## src/imu_i2c_consts.svh

```systemverilog
/* IMU I2C constants */
`ifndef IMU_I2C_CONSTS_SVH
`define IMU_I2C_CONSTS_SVH

`default_nettype none

// sensor address with SA0 tied low
`define IMU_DEV_ADDR        7'h6A

// first output register of the burst
`define IMU_REG_OUT_TEMP_L  8'h20

`define IMU_BURST_BYTES     14  // temp, gyro xyz, accel xyz, two bytes each

// i2c_clk cycles per quarter SCL period
`define IMU_SCL_QUARTER     2

`default_nettype wire

`endif

```

## src/imu_i2c_pkg.sv

```systemverilog
/* IMU I2C shared types */
`default_nettype none

package imu_i2c_pkg;

	// host command opcodes
	typedef enum logic [1:0] {
		OP_WRITE,
		OP_READ,
		OP_AUTO_ON,
		OP_AUTO_OFF
	} host_op_e;

	typedef struct packed {
		host_op_e    op;
		logic [6:0]  dev_addr;
		logic [7:0]  reg_addr;
		logic [7:0]  wdata;
	} host_cmd_t;

	typedef enum logic {
		XFER_WRITE,
		XFER_READ
	} xfer_kind_e;

	typedef struct packed {
		xfer_kind_e  kind;
		logic [6:0]  dev_addr;
		logic [7:0]  reg_addr;
		logic [7:0]  wdata;
	} xfer_req_t;

	// byte level operations of the bit engine
	typedef enum logic [2:0] {
		BUS_START,
		BUS_WRITE,
		BUS_READ_ACK,
		BUS_READ_NACK,
		BUS_STOP
	} bus_op_e;

	typedef struct packed {
		bus_op_e     op;
		logic [7:0]  tx_byte;
	} bus_cmd_t;

	typedef struct packed {
		logic signed [15:0] temp;
		logic signed [15:0] gyro_x;
		logic signed [15:0] gyro_y;
		logic signed [15:0] gyro_z;
		logic signed [15:0] acc_x;
		logic signed [15:0] acc_y;
		logic signed [15:0] acc_z;
	} imu_sample_t;

	typedef struct packed {
		logic        busy;
		logic        finish;
		logic        nack;
		logic        auto_en;
		logic [7:0]  rd_data;  // last host read byte
	} imu_status_t;

endpackage

`default_nettype wire

```

## src/imu_burst_sequencer.sv

```systemverilog
/* IMU transfer sequencer */
`timescale 1ns/1ps
`include "imu_i2c_consts.svh"
`default_nettype none

module imu_burst_sequencer import imu_i2c_pkg::*; (
	input  wire             i2c_clk,
	input  wire             i_rst_n,
	input  wire             i_xfer_valid,
	input  wire xfer_req_t  i_xfer_req,
	output logic            o_xfer_ready,
	input  wire             i_auto_en,
	input  wire             i_drdy,
	output logic            o_done,
	output logic            o_done_nack,
	output logic [7:0]      o_rd_byte,
	output imu_sample_t     o_live,
	output logic            o_live_update,
	output logic            o_bus_valid,
	output bus_cmd_t        o_bus_cmd,
	input  wire             i_bus_ready,
	input  wire             i_bus_done,
	input  wire [7:0]       i_rx_byte,
	input  wire             i_rx_ack
);

	localparam int         WORDS     = `IMU_BURST_BYTES / 2;
	localparam logic [3:0] LAST_BYTE = 4'(`IMU_BURST_BYTES - 1);

	typedef enum logic [3:0] {
		S_IDLE, S_START, S_ADDR_W, S_REG, S_DATA, S_RSTART, S_ADDR_R, S_READ, S_STOP
	} seq_state_e;

	seq_state_e                      state;
	logic                            wait_q;     // byte op running in the engine
	logic                            is_burst;
	logic                            nack_q;
	logic [3:0]                      byte_cnt;
	xfer_req_t                       req_q;
	logic [8*`IMU_BURST_BYTES-1:0]   burst_sh;
	logic                            drdy_s1;
	logic                            drdy_s2;
	logic                            drdy_d;
	logic                            drdy_rise;
	logic                            step_done;
	logic                            ack_step;

	assign drdy_rise    = drdy_s2 && !drdy_d;
	assign step_done    = wait_q && i_bus_done;
	assign o_xfer_ready = (state == S_IDLE);
	assign o_bus_valid  = (state != S_IDLE) && !wait_q;
	assign o_done_nack  = nack_q;
	// steps where the slave has to acknowledge
	assign ack_step = (state == S_ADDR_W) || (state == S_REG) || (state == S_DATA) ||
		(state == S_ADDR_R);

	always_comb begin
		o_bus_cmd.op      = BUS_STOP;
		o_bus_cmd.tx_byte = 8'h00;
		case (state)
			S_START, S_RSTART: o_bus_cmd.op = BUS_START;
			S_ADDR_W: begin
				o_bus_cmd.op      = BUS_WRITE;
				o_bus_cmd.tx_byte = {req_q.dev_addr, 1'b0};
			end
			S_REG: begin
				o_bus_cmd.op      = BUS_WRITE;
				o_bus_cmd.tx_byte = req_q.reg_addr;
			end
			S_DATA: begin
				o_bus_cmd.op      = BUS_WRITE;
				o_bus_cmd.tx_byte = req_q.wdata;
			end
			S_ADDR_R: begin
				o_bus_cmd.op      = BUS_WRITE;
				o_bus_cmd.tx_byte = {req_q.dev_addr, 1'b1};
			end
			S_READ: begin
				if (is_burst && byte_cnt != LAST_BYTE)
					o_bus_cmd.op = BUS_READ_ACK;
				else
					o_bus_cmd.op = BUS_READ_NACK;  // last byte
			end
			default: ;
		endcase
	end

	always_ff @(posedge i2c_clk or negedge i_rst_n) begin
		if (!i_rst_n) begin
			state         <= S_IDLE;
			wait_q        <= 1'b0;
			is_burst      <= 1'b0;
			nack_q        <= 1'b0;
			byte_cnt      <= 4'd0;
			o_done        <= 1'b0;
			o_live_update <= 1'b0;
			drdy_s1       <= 1'b0;
			drdy_s2       <= 1'b0;
			drdy_d        <= 1'b0;
		end else begin
			o_done        <= 1'b0;
			o_live_update <= 1'b0;
			drdy_s1       <= i_drdy;
			drdy_s2       <= drdy_s1;
			drdy_d        <= drdy_s2;
			if (o_bus_valid && i_bus_ready)
				wait_q <= 1'b1;
			if (state == S_IDLE) begin
				byte_cnt <= 4'd0;
				nack_q   <= 1'b0;
				if (i_xfer_valid) begin  // host request wins
					state    <= S_START;
					is_burst <= 1'b0;
				end else if (i_auto_en && drdy_rise) begin
					state    <= S_START;
					is_burst <= 1'b1;
				end
			end else if (step_done) begin
				wait_q <= 1'b0;
				if (ack_step && !i_rx_ack) begin
					nack_q <= 1'b1;
					state  <= S_STOP;  // give up, release the bus
				end else begin
					case (state)
						S_START:  state <= S_ADDR_W;
						S_ADDR_W: state <= S_REG;
						S_REG: begin
							if (req_q.kind == XFER_WRITE)
								state <= S_DATA;
							else
								state <= S_RSTART;
						end
						S_DATA:   state <= S_STOP;
						S_RSTART: state <= S_ADDR_R;
						S_ADDR_R: state <= S_READ;
						S_READ: begin
							byte_cnt <= byte_cnt + 4'd1;
							if (!is_burst || byte_cnt == LAST_BYTE)
								state <= S_STOP;
						end
						S_STOP: begin
							state <= S_IDLE;
							if (!is_burst)
								o_done <= 1'b1;
							else if (!nack_q)
								o_live_update <= 1'b1;
						end
						default: state <= S_IDLE;
					endcase
				end
			end
		end
	end

	always_ff @(posedge i2c_clk) begin
		if (state == S_IDLE) begin
			if (i_xfer_valid)
				req_q <= i_xfer_req;
			else
				req_q <= '{kind: XFER_READ, dev_addr: `IMU_DEV_ADDR,
					reg_addr: `IMU_REG_OUT_TEMP_L, wdata: 8'h00};
		end
		if (state == S_READ && step_done) begin
			o_rd_byte <= i_rx_byte;
			burst_sh  <= {i_rx_byte, burst_sh[8*`IMU_BURST_BYTES-1:8]};  // low byte first
		end
		// word 0 of the shift register is temp, the top field of the struct
		if (state == S_STOP && step_done && is_burst && !nack_q) begin
			for (int i = 0; i < WORDS; i++)
				o_live[16*(WORDS-1-i) +: 16] <= burst_sh[16*i +: 16];
		end
	end

	assert property (@(posedge i2c_clk) disable iff (!i_rst_n)
		byte_cnt <= 4'(`IMU_BURST_BYTES));

endmodule

`default_nettype wire

```

## src/imu_cfg_regs.sv

```systemverilog
/* IMU command and status registers */
`timescale 1ns/1ps
`default_nettype none

module imu_cfg_regs import imu_i2c_pkg::*; (
	input  wire              i2c_clk,
	input  wire              i_rst_n,
	input  wire              i_cmd_valid,
	input  wire host_cmd_t   i_cmd,
	output logic             o_cmd_ready,
	output logic             o_xfer_valid,
	output xfer_req_t        o_xfer_req,
	input  wire              i_xfer_ready,
	input  wire              i_done,
	input  wire              i_done_nack,
	input  wire [7:0]        i_rd_byte,
	input  wire imu_sample_t i_live,
	input  wire              i_live_update,
	input  wire              i_latch_trigger,
	output logic             o_auto_en,
	output imu_sample_t      o_sample,
	output imu_status_t      o_status
);

	logic       busy;
	logic       finish;
	logic       nack;
	logic       auto_en;
	logic [7:0] rd_data;
	logic       accept;
	logic       load_sample;

	assign o_cmd_ready = !busy;
	assign accept      = i_cmd_valid && o_cmd_ready;
	assign o_auto_en   = auto_en;
	assign o_status    = '{busy: busy, finish: finish, nack: nack, auto_en: auto_en,
		rd_data: rd_data};

	// auto mode waits for the trigger, otherwise follow every burst
	assign load_sample = auto_en ? i_latch_trigger : i_live_update;

	always_ff @(posedge i2c_clk or negedge i_rst_n) begin
		if (!i_rst_n) begin
			busy         <= 1'b0;
			finish       <= 1'b0;
			nack         <= 1'b0;
			auto_en      <= 1'b0;
			rd_data      <= 8'h00;
			o_xfer_valid <= 1'b0;
		end else begin
			if (o_xfer_valid && i_xfer_ready)
				o_xfer_valid <= 1'b0;
			if (accept) begin
				finish <= 1'b0;
				nack   <= 1'b0;
				case (i_cmd.op)
					OP_AUTO_ON: begin
						auto_en <= 1'b1;
						finish  <= 1'b1;  // done at once
					end
					OP_AUTO_OFF: begin
						auto_en <= 1'b0;
						finish  <= 1'b1;
					end
					default: begin
						busy         <= 1'b1;  // bus transfer
						o_xfer_valid <= 1'b1;
					end
				endcase
			end else if (i_done) begin
				busy   <= 1'b0;
				finish <= 1'b1;
				nack   <= i_done_nack;
				if (o_xfer_req.kind == XFER_READ && !i_done_nack)
					rd_data <= i_rd_byte;
			end
		end
	end

	always_ff @(posedge i2c_clk) begin
		if (accept) begin
			if (i_cmd.op == OP_READ)
				o_xfer_req.kind <= XFER_READ;
			else
				o_xfer_req.kind <= XFER_WRITE;
			o_xfer_req.dev_addr <= i_cmd.dev_addr;
			o_xfer_req.reg_addr <= i_cmd.reg_addr;
			o_xfer_req.wdata    <= i_cmd.wdata;
		end
	end

	// output latch
	always_ff @(posedge i2c_clk or negedge i_rst_n) begin
		if (!i_rst_n)
			o_sample <= '0;
		else if (load_sample)
			o_sample <= i_live;
	end

	// request held until the sequencer takes it
	assert property (@(posedge i2c_clk) disable iff (!i_rst_n)
		(o_xfer_valid && !i_xfer_ready) |=> (o_xfer_valid && $stable(o_xfer_req)));

endmodule

`default_nettype wire

```

## src/imu_i2c_bit_engine.sv

```systemverilog
/* I2C byte level bit engine */
`timescale 1ns/1ps
`include "imu_i2c_consts.svh"
`default_nettype none

module imu_i2c_bit_engine import imu_i2c_pkg::*; (
	input  wire            i2c_clk,
	input  wire            i_rst_n,
	input  wire            i_bus_valid,
	input  wire bus_cmd_t  i_bus_cmd,
	output logic           o_bus_ready,
	output logic           o_bus_done,
	output logic [7:0]     o_rx_byte,
	output logic           o_rx_ack,
	input  wire            i_scl,
	input  wire            i_sda,
	output logic           o_scl_oe,
	output logic           o_sda_oe
);

	localparam logic [7:0] Q_LAST = 8'(`IMU_SCL_QUARTER - 1);

	logic       busy;
	bus_op_e    cur_op;
	logic [1:0] phase;    // 0 low, 1 high, 2 high, 3 low
	logic [3:0] bit_idx;
	logic [7:0] q_cnt;
	logic [7:0] tx_sh;
	logic       quarter_end;
	logic       last_bit;
	logic       stretch;

	// pull-low enables {scl, sda} for one quarter of a bit
	function automatic logic [1:0] line_drive(bus_op_e op, logic [3:0] bidx,
			logic [1:0] ph, logic txb);
		logic scl_low;
		logic sda_low;
		scl_low = (ph == 2'd0) || (ph == 2'd3);
		case (op)
			BUS_START: sda_low = ph[1];  // falls while SCL is high
			BUS_STOP: begin
				sda_low = !ph[1];  // rises while SCL is high
				if (ph == 2'd3)
					scl_low = 1'b0;  // bus left idle
			end
			BUS_WRITE:    sda_low = (bidx < 4'd8) ? !txb : 1'b0;
			BUS_READ_ACK: sda_low = (bidx == 4'd8);
			default:      sda_low = 1'b0;  // NACK read
		endcase
		return {scl_low, sda_low};
	endfunction

	assign o_bus_ready = !busy;
	assign quarter_end = (q_cnt == Q_LAST);
	assign stretch     = (phase == 2'd1) && !i_scl;  // slave holds SCL low
	assign last_bit    = (cur_op == BUS_START || cur_op == BUS_STOP) ?
		(bit_idx == 4'd0) : (bit_idx == 4'd8);

	always_ff @(posedge i2c_clk or negedge i_rst_n) begin
		if (!i_rst_n) begin
			busy       <= 1'b0;
			cur_op     <= BUS_STOP;
			phase      <= 2'd0;
			bit_idx    <= 4'd0;
			q_cnt      <= 8'd0;
			o_scl_oe   <= 1'b0;
			o_sda_oe   <= 1'b0;
			o_bus_done <= 1'b0;
		end else begin
			o_bus_done <= 1'b0;
			if (!busy) begin
				// lines keep their level, SCL stays low between bytes
				if (i_bus_valid) begin
					busy    <= 1'b1;
					cur_op  <= i_bus_cmd.op;
					phase   <= 2'd0;
					bit_idx <= 4'd0;
					q_cnt   <= 8'd0;
					{o_scl_oe, o_sda_oe} <= line_drive(i_bus_cmd.op, 4'd0, 2'd0,
						i_bus_cmd.tx_byte[7]);
				end
			end else if (!stretch) begin
				if (!quarter_end) begin
					q_cnt <= q_cnt + 8'd1;
				end else begin
					q_cnt <= 8'd0;
					if (phase != 2'd3) begin
						phase <= phase + 2'd1;
						{o_scl_oe, o_sda_oe} <= line_drive(cur_op, bit_idx, phase + 2'd1,
							tx_sh[7]);
					end else if (last_bit) begin
						busy       <= 1'b0;
						o_bus_done <= 1'b1;
					end else begin
						phase   <= 2'd0;
						bit_idx <= bit_idx + 4'd1;
						// tx_sh shifts on this edge, so take the next bit
						{o_scl_oe, o_sda_oe} <= line_drive(cur_op, bit_idx + 4'd1, 2'd0,
							tx_sh[6]);
					end
				end
			end
		end
	end

	// tx shifter and bus sampling
	always_ff @(posedge i2c_clk) begin
		if (!busy && i_bus_valid) begin
			tx_sh <= i_bus_cmd.tx_byte;
		end else if (busy && !stretch && quarter_end) begin
			if (phase == 2'd1) begin  // middle of SCL high
				if (bit_idx < 4'd8)
					o_rx_byte <= {o_rx_byte[6:0], i_sda};
				else
					o_rx_ack <= !i_sda;
			end
			if (phase == 2'd3)
				tx_sh <= {tx_sh[6:0], 1'b0};
		end
	end

	// SDA moves under a released SCL only for START and STOP
	assert property (@(posedge i2c_clk) disable iff (!i_rst_n)
		(!o_scl_oe && !$past(o_scl_oe) && (o_sda_oe != $past(o_sda_oe)))
		|-> (busy && (cur_op == BUS_START || cur_op == BUS_STOP)));

endmodule

`default_nettype wire

```

## src/imu_i2c_top.sv

```systemverilog
/* IMU I2C master top */
`timescale 1ns/1ps
`default_nettype none

module imu_i2c_top import imu_i2c_pkg::*; (
	input  wire             i2c_clk,
	input  wire             i_rst_n,
	input  wire             i_cmd_valid,
	input  wire host_cmd_t  i_cmd,
	output logic            o_cmd_ready,
	input  wire             i_drdy,           // asynchronous
	input  wire             i_latch_trigger,
	output imu_sample_t     o_sample,
	output imu_status_t     o_status,
	input  wire             i_scl,
	input  wire             i_sda,
	output logic            o_scl_oe,
	output logic            o_sda_oe
);

	// register block to sequencer
	logic        xfer_valid;
	xfer_req_t   xfer_req;
	logic        xfer_ready;
	logic        done;
	logic        done_nack;
	logic [7:0]  rd_byte;
	imu_sample_t live;
	logic        live_update;
	logic        auto_en;

	// sequencer to bit engine
	logic        bus_valid;
	bus_cmd_t    bus_cmd;
	logic        bus_ready;
	logic        bus_done;
	logic [7:0]  rx_byte;
	logic        rx_ack;

	imu_cfg_regs u_cfg_regs (
		.i2c_clk         (i2c_clk),
		.i_rst_n         (i_rst_n),
		.i_cmd_valid     (i_cmd_valid),
		.i_cmd           (i_cmd),
		.o_cmd_ready     (o_cmd_ready),
		.o_xfer_valid    (xfer_valid),
		.o_xfer_req      (xfer_req),
		.i_xfer_ready    (xfer_ready),
		.i_done          (done),
		.i_done_nack     (done_nack),
		.i_rd_byte       (rd_byte),
		.i_live          (live),
		.i_live_update   (live_update),
		.i_latch_trigger (i_latch_trigger),
		.o_auto_en       (auto_en),
		.o_sample        (o_sample),
		.o_status        (o_status)
	);

	imu_burst_sequencer u_sequencer (
		.i2c_clk       (i2c_clk),
		.i_rst_n       (i_rst_n),
		.i_xfer_valid  (xfer_valid),
		.i_xfer_req    (xfer_req),
		.o_xfer_ready  (xfer_ready),
		.i_auto_en     (auto_en),
		.i_drdy        (i_drdy),
		.o_done        (done),
		.o_done_nack   (done_nack),
		.o_rd_byte     (rd_byte),
		.o_live        (live),
		.o_live_update (live_update),
		.o_bus_valid   (bus_valid),
		.o_bus_cmd     (bus_cmd),
		.i_bus_ready   (bus_ready),
		.i_bus_done    (bus_done),
		.i_rx_byte     (rx_byte),
		.i_rx_ack      (rx_ack)
	);

	imu_i2c_bit_engine u_bit_engine (
		.i2c_clk     (i2c_clk),
		.i_rst_n     (i_rst_n),
		.i_bus_valid (bus_valid),
		.i_bus_cmd   (bus_cmd),
		.o_bus_ready (bus_ready),
		.o_bus_done  (bus_done),
		.o_rx_byte   (rx_byte),
		.o_rx_ack    (rx_ack),
		.i_scl       (i_scl),
		.i_sda       (i_sda),
		.o_scl_oe    (o_scl_oe),
		.o_sda_oe    (o_sda_oe)
	);

endmodule

`default_nettype wire

```

## config.mk

```make
export PLATFORM = sky130hd
export DESIGN_NAME = imu_i2c_top
export DESIGN_NICKNAME = d
export VERILOG_FILES = /design/src/imu_i2c_pkg.sv /design/src/imu_burst_sequencer.sv /design/src/imu_cfg_regs.sv /design/src/imu_i2c_bit_engine.sv /design/src/imu_i2c_top.sv
export VERILOG_INCLUDE_DIRS = /design/src
export SDC_FILE = /design/constraint.sdc
export NUM_CORES = 1
export LEC_CHECK = 0
export ABC_AREA = 0
export BUFFER_PORTS_ARGS = -buffer_cell sky130_fd_sc_hd__buf_4
export CAP_MARGIN = 20
export CORE_UTILIZATION = 50
export DETAILED_ROUTE_END_ITERATION = 16
export PLACE_DENSITY = 0.69
export SLEW_MARGIN = 20
export SYNTH_ARGS = -nofsm -noshare
export SYNTH_HDL_FRONTEND = slang
export SYNTH_SLANG_ARGS = --single-unit
```

## constraint.sdc

```tcl
create_clock -name i2c_clk -period 29.1 [get_ports i2c_clk]
set_input_delay 1.455 -clock i2c_clk [delete_from_list [all_inputs] [get_ports i2c_clk]]
set_output_delay 1.455 -clock i2c_clk [all_outputs]
set_load 0.01 [all_outputs]
```

== Word-level counts from Yosys, hierarchy flattened ==
Index checks and enable logic that the tools add are counted.

* Bits in registers: 459
* Bits of input ports: 32
* Output and inout port bits: 127
* Word-level logic and storage cells: 261

* $add $sub $neg: 4
* Magnitude comparators: 2
* Equality and inequality tests: 34
* Muxes and demuxes: 98
* Bitwise gates (word level): 4
* Reductions and logical operators: 68

{| class="wikitable"
|+ Operators by type and width
! operator !! count
|-
| 4-bit two-way mux || 16
|-
| 1-bit two-way mux || 62
|-
| 8-bit two-way mux || 7
|-
| 8-bit one-hot mux with 4 select lines || 1
|-
| 4-bit one-hot mux with 7 select lines || 1
|-
| 2-bit nonzero test || 9
|-
| 1-bit logical AND || 17
|-
| 4-bit by 3-bit equality test with 1-bit output (second input constant) || 4
|-
| 4-bit equality test (second input constant) || 4
|-
| 1-bit logical NOT || 14
|-
| 2-bit inequality test (second input constant) || 7
|-
| 2-bit AND reduction || 7
|-
| 2-bit two-way mux || 6
|-
| 4-bit AND reduction || 3
|-
| 3-bit one-hot mux with 3 select lines || 1
|-
| 3-bit AND reduction || 3
|-
| 4-bit by 1-bit adder with 4-bit output (second input constant) || 2
|-
| 8-bit by 1-bit adder with 8-bit output (second input constant) || 1
|-
| 2-bit equality test (second input constant) || 4
|-
| 4-bit by 2-bit equality test with 1-bit output (second input constant) || 2
|-
| 8-bit by 1-bit equality test with 1-bit output (second input constant) || 1
|-
| 4-bit logical NOT || 2
|-
| 4-bit < comparator (second input constant) || 2
|-
| 3-bit by 1-bit equality test with 1-bit output (second input constant) || 2
|-
| 20 further kinds || 32
|}

== Logic depth before layout (Yosys ltp) ==
* Depth after elaboration: 9
* Depth in mapped cells: 8
* Mapped depth without buffers: 7

== By module ==
From an unflattened synthesis, not the netlist that was laid out.

* Cells, all modules: 885
* Area total of the unflattened synthesis: 16055.4 µm²

{| class="wikitable"
|+ By module, submodules not included
! module !! instances !! cells an instance !! area each (µm²) !! seq. area each (µm²)
|-
| imu_burst_sequencer || 1 || 395 || 8657.1 || 7847.5
|-
| imu_cfg_regs || 1 || 302 || 5451.5 || 3848.7
|-
| imu_i2c_bit_engine || 1 || 188 || 1946.9 || 1037.2
|}

== Least setup slack after synthesis ==
No wires, ideal clock.

* Path kind: register to register
* Start point: register u_sequencer.state[1]
* End point: register u_sequencer.o_live[0] (netlist name) (enable)
* Library setup time: 0.896 ns
* Arrival time: 12.476 ns
* Required time: 28.204 ns
* Path slack: 15.727 ns
* Stages on the path, launching flop included: 6
* Buffers on the path: 2
* Clock period less this slack: 13.373 ns
* Path through: dfrtp_1 -> buf_6 -> clkbuf_1 -> nor3_1 -> nand2_1 -> nor4b_1

* Word-level cells in the longest chain between the ends: 4

{| class="wikitable"
|+ RTL lines
! element !! RTL line !! text
|-
| start, declared || imu_burst_sequencer.sv:34 || <nowiki>seq_state_e state;</nowiki>
|-
| start signal, assigned || imu_burst_sequencer.sv:90 || <nowiki>state <= S_IDLE;</nowiki>
|-
| start signal, assigned || imu_burst_sequencer.sv:112 || <nowiki>state <= S_START;</nowiki>
|-
| start signal, assigned || imu_burst_sequencer.sv:115 || <nowiki>state <= S_START;</nowiki>
|-
| 4-bit equality test || imu_burst_sequencer.sv:168 || <nowiki>if (state == S_STOP && step_done && is_burst && !nack_q) begin</nowiki>
|-
| 1-bit logical AND (3 in series) || imu_burst_sequencer.sv:168 ||
|-
| end signal, assigned by index || imu_burst_sequencer.sv:170 || <nowiki>o_live[16*(WORDS-1-i) +: 16] <= burst_sh[16*i +: 16];</nowiki>
|-
| end, declared || imu_burst_sequencer.sv:17 || <nowiki>output imu_sample_t o_live,</nowiki>
|}

No other way between the ends.
A chain may end at the register's enable or synchronous reset.

== Final worst setup path ==
* Start point: register u_sequencer.state[1]
* End point: register u_sequencer.o_live[102] (netlist name) (enable)

Same word-level chain as after synthesis.

==> reports/metrics.cfg <==
[power_and_ir_drop]
p_sw_share_pct=20.2
internal_power_mw=1.03
irDropWorstVdd_mv=0.0517
p_per_area_mw_per_mm2=68.1
seqPwrFrac_pct=53.7
power_switching_uw=262
pwr-share-comb_pct=4.4
p_clk_share_pct=41.9
p_leak_nw=7.82

[final_layout]
finalNetCount=1094
antenna_cells=0
syn_to_final_growth_pct=19.4
fin_area_sq_mm=0.0190
drive_above_1_share_pct=33.3
final_util_pct=61.4

[floorplanning]
die-area_sq_mm=0.0325
die-width_um=180
coreArea_sq_mm=0.0309
io_pins=159
rows=64
start_util_pct=51.4
die_h_um=180

[clock_tree]
post_cts_resized=0
tritoncts=yes
clockBufferDepth=3
numClockSinks=451
ctsHtreeMaxLevel=2
clk_latency_ps=530
holdBufCountCts=0
clock_tree.root_cell=clkbuf_16
postCtsSetupBuffers=0
cts_buffers=44
clk_pin_slew_ps=60

[synth]
synth_seq_area_share_pct=80.1
ys.flop_type=edfxtp_1
synth.distinct_cells=58
yosysWarnings=0
netlist_area_sq_mm=0.0159
netlist_instances=869
syn_nets=911
synthArstFlopShare_pct=35.9
avgSynthCellArea_sq_um=18.3
synth_edf_count=289
ys_seq_elements=451

[global_routing]
grt_overflow=0
grt_max_degree=92
grt_first_pass_wirelength_um=42300
grt_busiest_layer=met1
grt_use_met3_pct=4.77
use_met1_pct=24.0
grt_usage_pct=16.3
met2_usage_pct=23.7
antenna_found_initial=0
grt_pass1_vias=7800

[timing]
setup_viol=0
worst_clock_skew_ps=20.3
hold_viol=0
period_needed_ps=3170
slew_headroom_pct=32.3
rsz0062_at_grt=false
fin_crit_sh_pct=10.9
setup-tns-final_ps=0
fmax_ghz=0.315
tightest_slew_ps=1010
report.final.slew_viol_count=0

[placement]
hpwl_um=15500
port_buffers=158
place_area_sq_mm=0.0175
gp_congestion=0.803

[detailed_routing]
drc=0
drt_iter0_markers=645
wl_um=25900
avgViaCountPerCell=5.22
postRouteAntennaNets=0
vias=7739
wire_per_inst_um=17.4
drt-pass1-iter-count=4

[critical_path]
worstPathRequired_ps=29230
cp-start-kind=register
critPathKind=reg2reg
cp.arrival_ps=3310
cp-end-kind=register
cp_max_fo=73

[run]
drv_cap=0

[run_status]
outcome=complete, no violations

[min_path]
hp-class=reg2reg

[cells in the mapped netlist (6+ instances only)]
master	count	area, sq um
nor3_1	13	65.1
clkbuf_1	23	86.3
ha_1	10	125
nand2_1	38	143
xor2_1	7	61.3
and2_1	18	113
a21oi_1	12	60.1
a22oi_1	7	52.6
o31ai_1	6	45.0
nand2b_1	9	56.3
o21ai_0	24	120
edfxtp_1	289	8680
inv_1	18	67.6
mux2_2	122	1370
nor2_1	29	109
dfrtp_1	161	4030
[state kept, by name (all words and copies together) (netlist names), 2 cells and up]
name	flops
u_bit_engine.bit_idx	4
u_bit_engine.cur_op	3
u_bit_engine.o_rx_byte	8
u_bit_engine.phase	2
u_bit_engine.q_cnt	8
u_bit_engine.tx_sh	8
u_cfg_regs.o_sample	112
u_cfg_regs.o_xfer_req	24
u_cfg_regs.rd_data	8
u_sequencer.burst_sh	111
u_sequencer.byte_cnt	4
u_sequencer.o_live	112
u_sequencer.req_q	24
u_sequencer.state	4
[cell usage in the layout, fill, tap and decap left out, types with 6 or more instances in the layout]
cell type    n
a22oi_1      7
clkbuf_1    17
dfrtp_1    161
nor2_1      28
nand2b_1     9
and2_1      18
edfxtp_1   289
a21oi_1     12
xor2_1       7
clkbuf_16   46
mux2_2     122
inv_1       18
nand2_1     38
o31ai_1      6
buf_4      164
clkinv_1     8
ha_1        10
o21ai_0     23
nor3_1      12
[power groups by stage]
stage	clock network, mW	registers [mW]	logic (mW)
CTS	0.556	0.694	0.0576
finish	0.542	0.694	0.0571
detailed placement	0	0.707	0.0576
global placement	0	0.706	0.0561
global route	0.582	0.695	0.0657
floorplan	0	0.705	0.0384
[final timing paths]
path                                      start                       to  slack [ps]  cells after the start
setup / recovery           u_sequencer.state[1]  u_sequencer.o_live[102]       25930                      5
hold / removal              u_sequencer.drdy_s1      u_sequencer.drdy_s2         360                      0
setup reg to reg           u_sequencer.state[1]  u_sequencer.o_live[102]       25930                      5
hold reg to reg             u_sequencer.drdy_s1      u_sequencer.drdy_s2         360                      0
max in group asynchronous               i_rst_n   u_bit_engine.cur_op[2]       26790                      3
min in group asynchronous               i_rst_n  u_cfg_regs.o_sample[86]        1010                      1
[worst max-delay path, cell delays in order (launching register included)]
cell and delay [ps]:
dfrtp_1 570, nor3_1 330, nand2_1 140, nor4b_2 260
buf_4 510, buf_4 840
[logic make-up after synthesis]
group / count (synthesis) / synth area share, %
compound gates: 80 / 3.46
flops: 451 / 80.1
xor+xnor: 9 / 0.496
mux: 126 / 8.90
fa+ha+maj: 10 / 0.787
buf+inv: 49 / 1.37
simple gates: 144 / 4.87
[per-layer routing]
metal	wire length (um)	up-vias
met2	11400	234
met4	544	0
met1	12000	3847
met5	0	-
met3	1850	49
li1	-	3609
[cell type report]
cell class / instances / area, sq um
Fill cell: 2249 / 11900
Sequential cell: 451 / 12700
Clock buffer: 68 / 1280
Tap cell: 396 / 495
Inverter: 19 / 71.3
Clock inverter: 13 / 120
Multi-Input combinational cell: 369 / 2970
Timing Repair Buffer: 167 / 1300
[through the flow]
step | worst slack [ps] | power, mW | hold slack (ps) | cells
after floorplan | 15730 | 0.743 | 331 | 869
after global placement | 25410 | 0.762 | 334 | 1400
after detailed placement | 25410 | 0.764 | 344 | 1400
after CTS | 25890 | 1.31 | 358 | 1481
after global routing | 25630 | 1.34 | 358 | 1483
final | 25930 | 1.29 | 356 | 1483
Power figures use the tool's default switching activity.
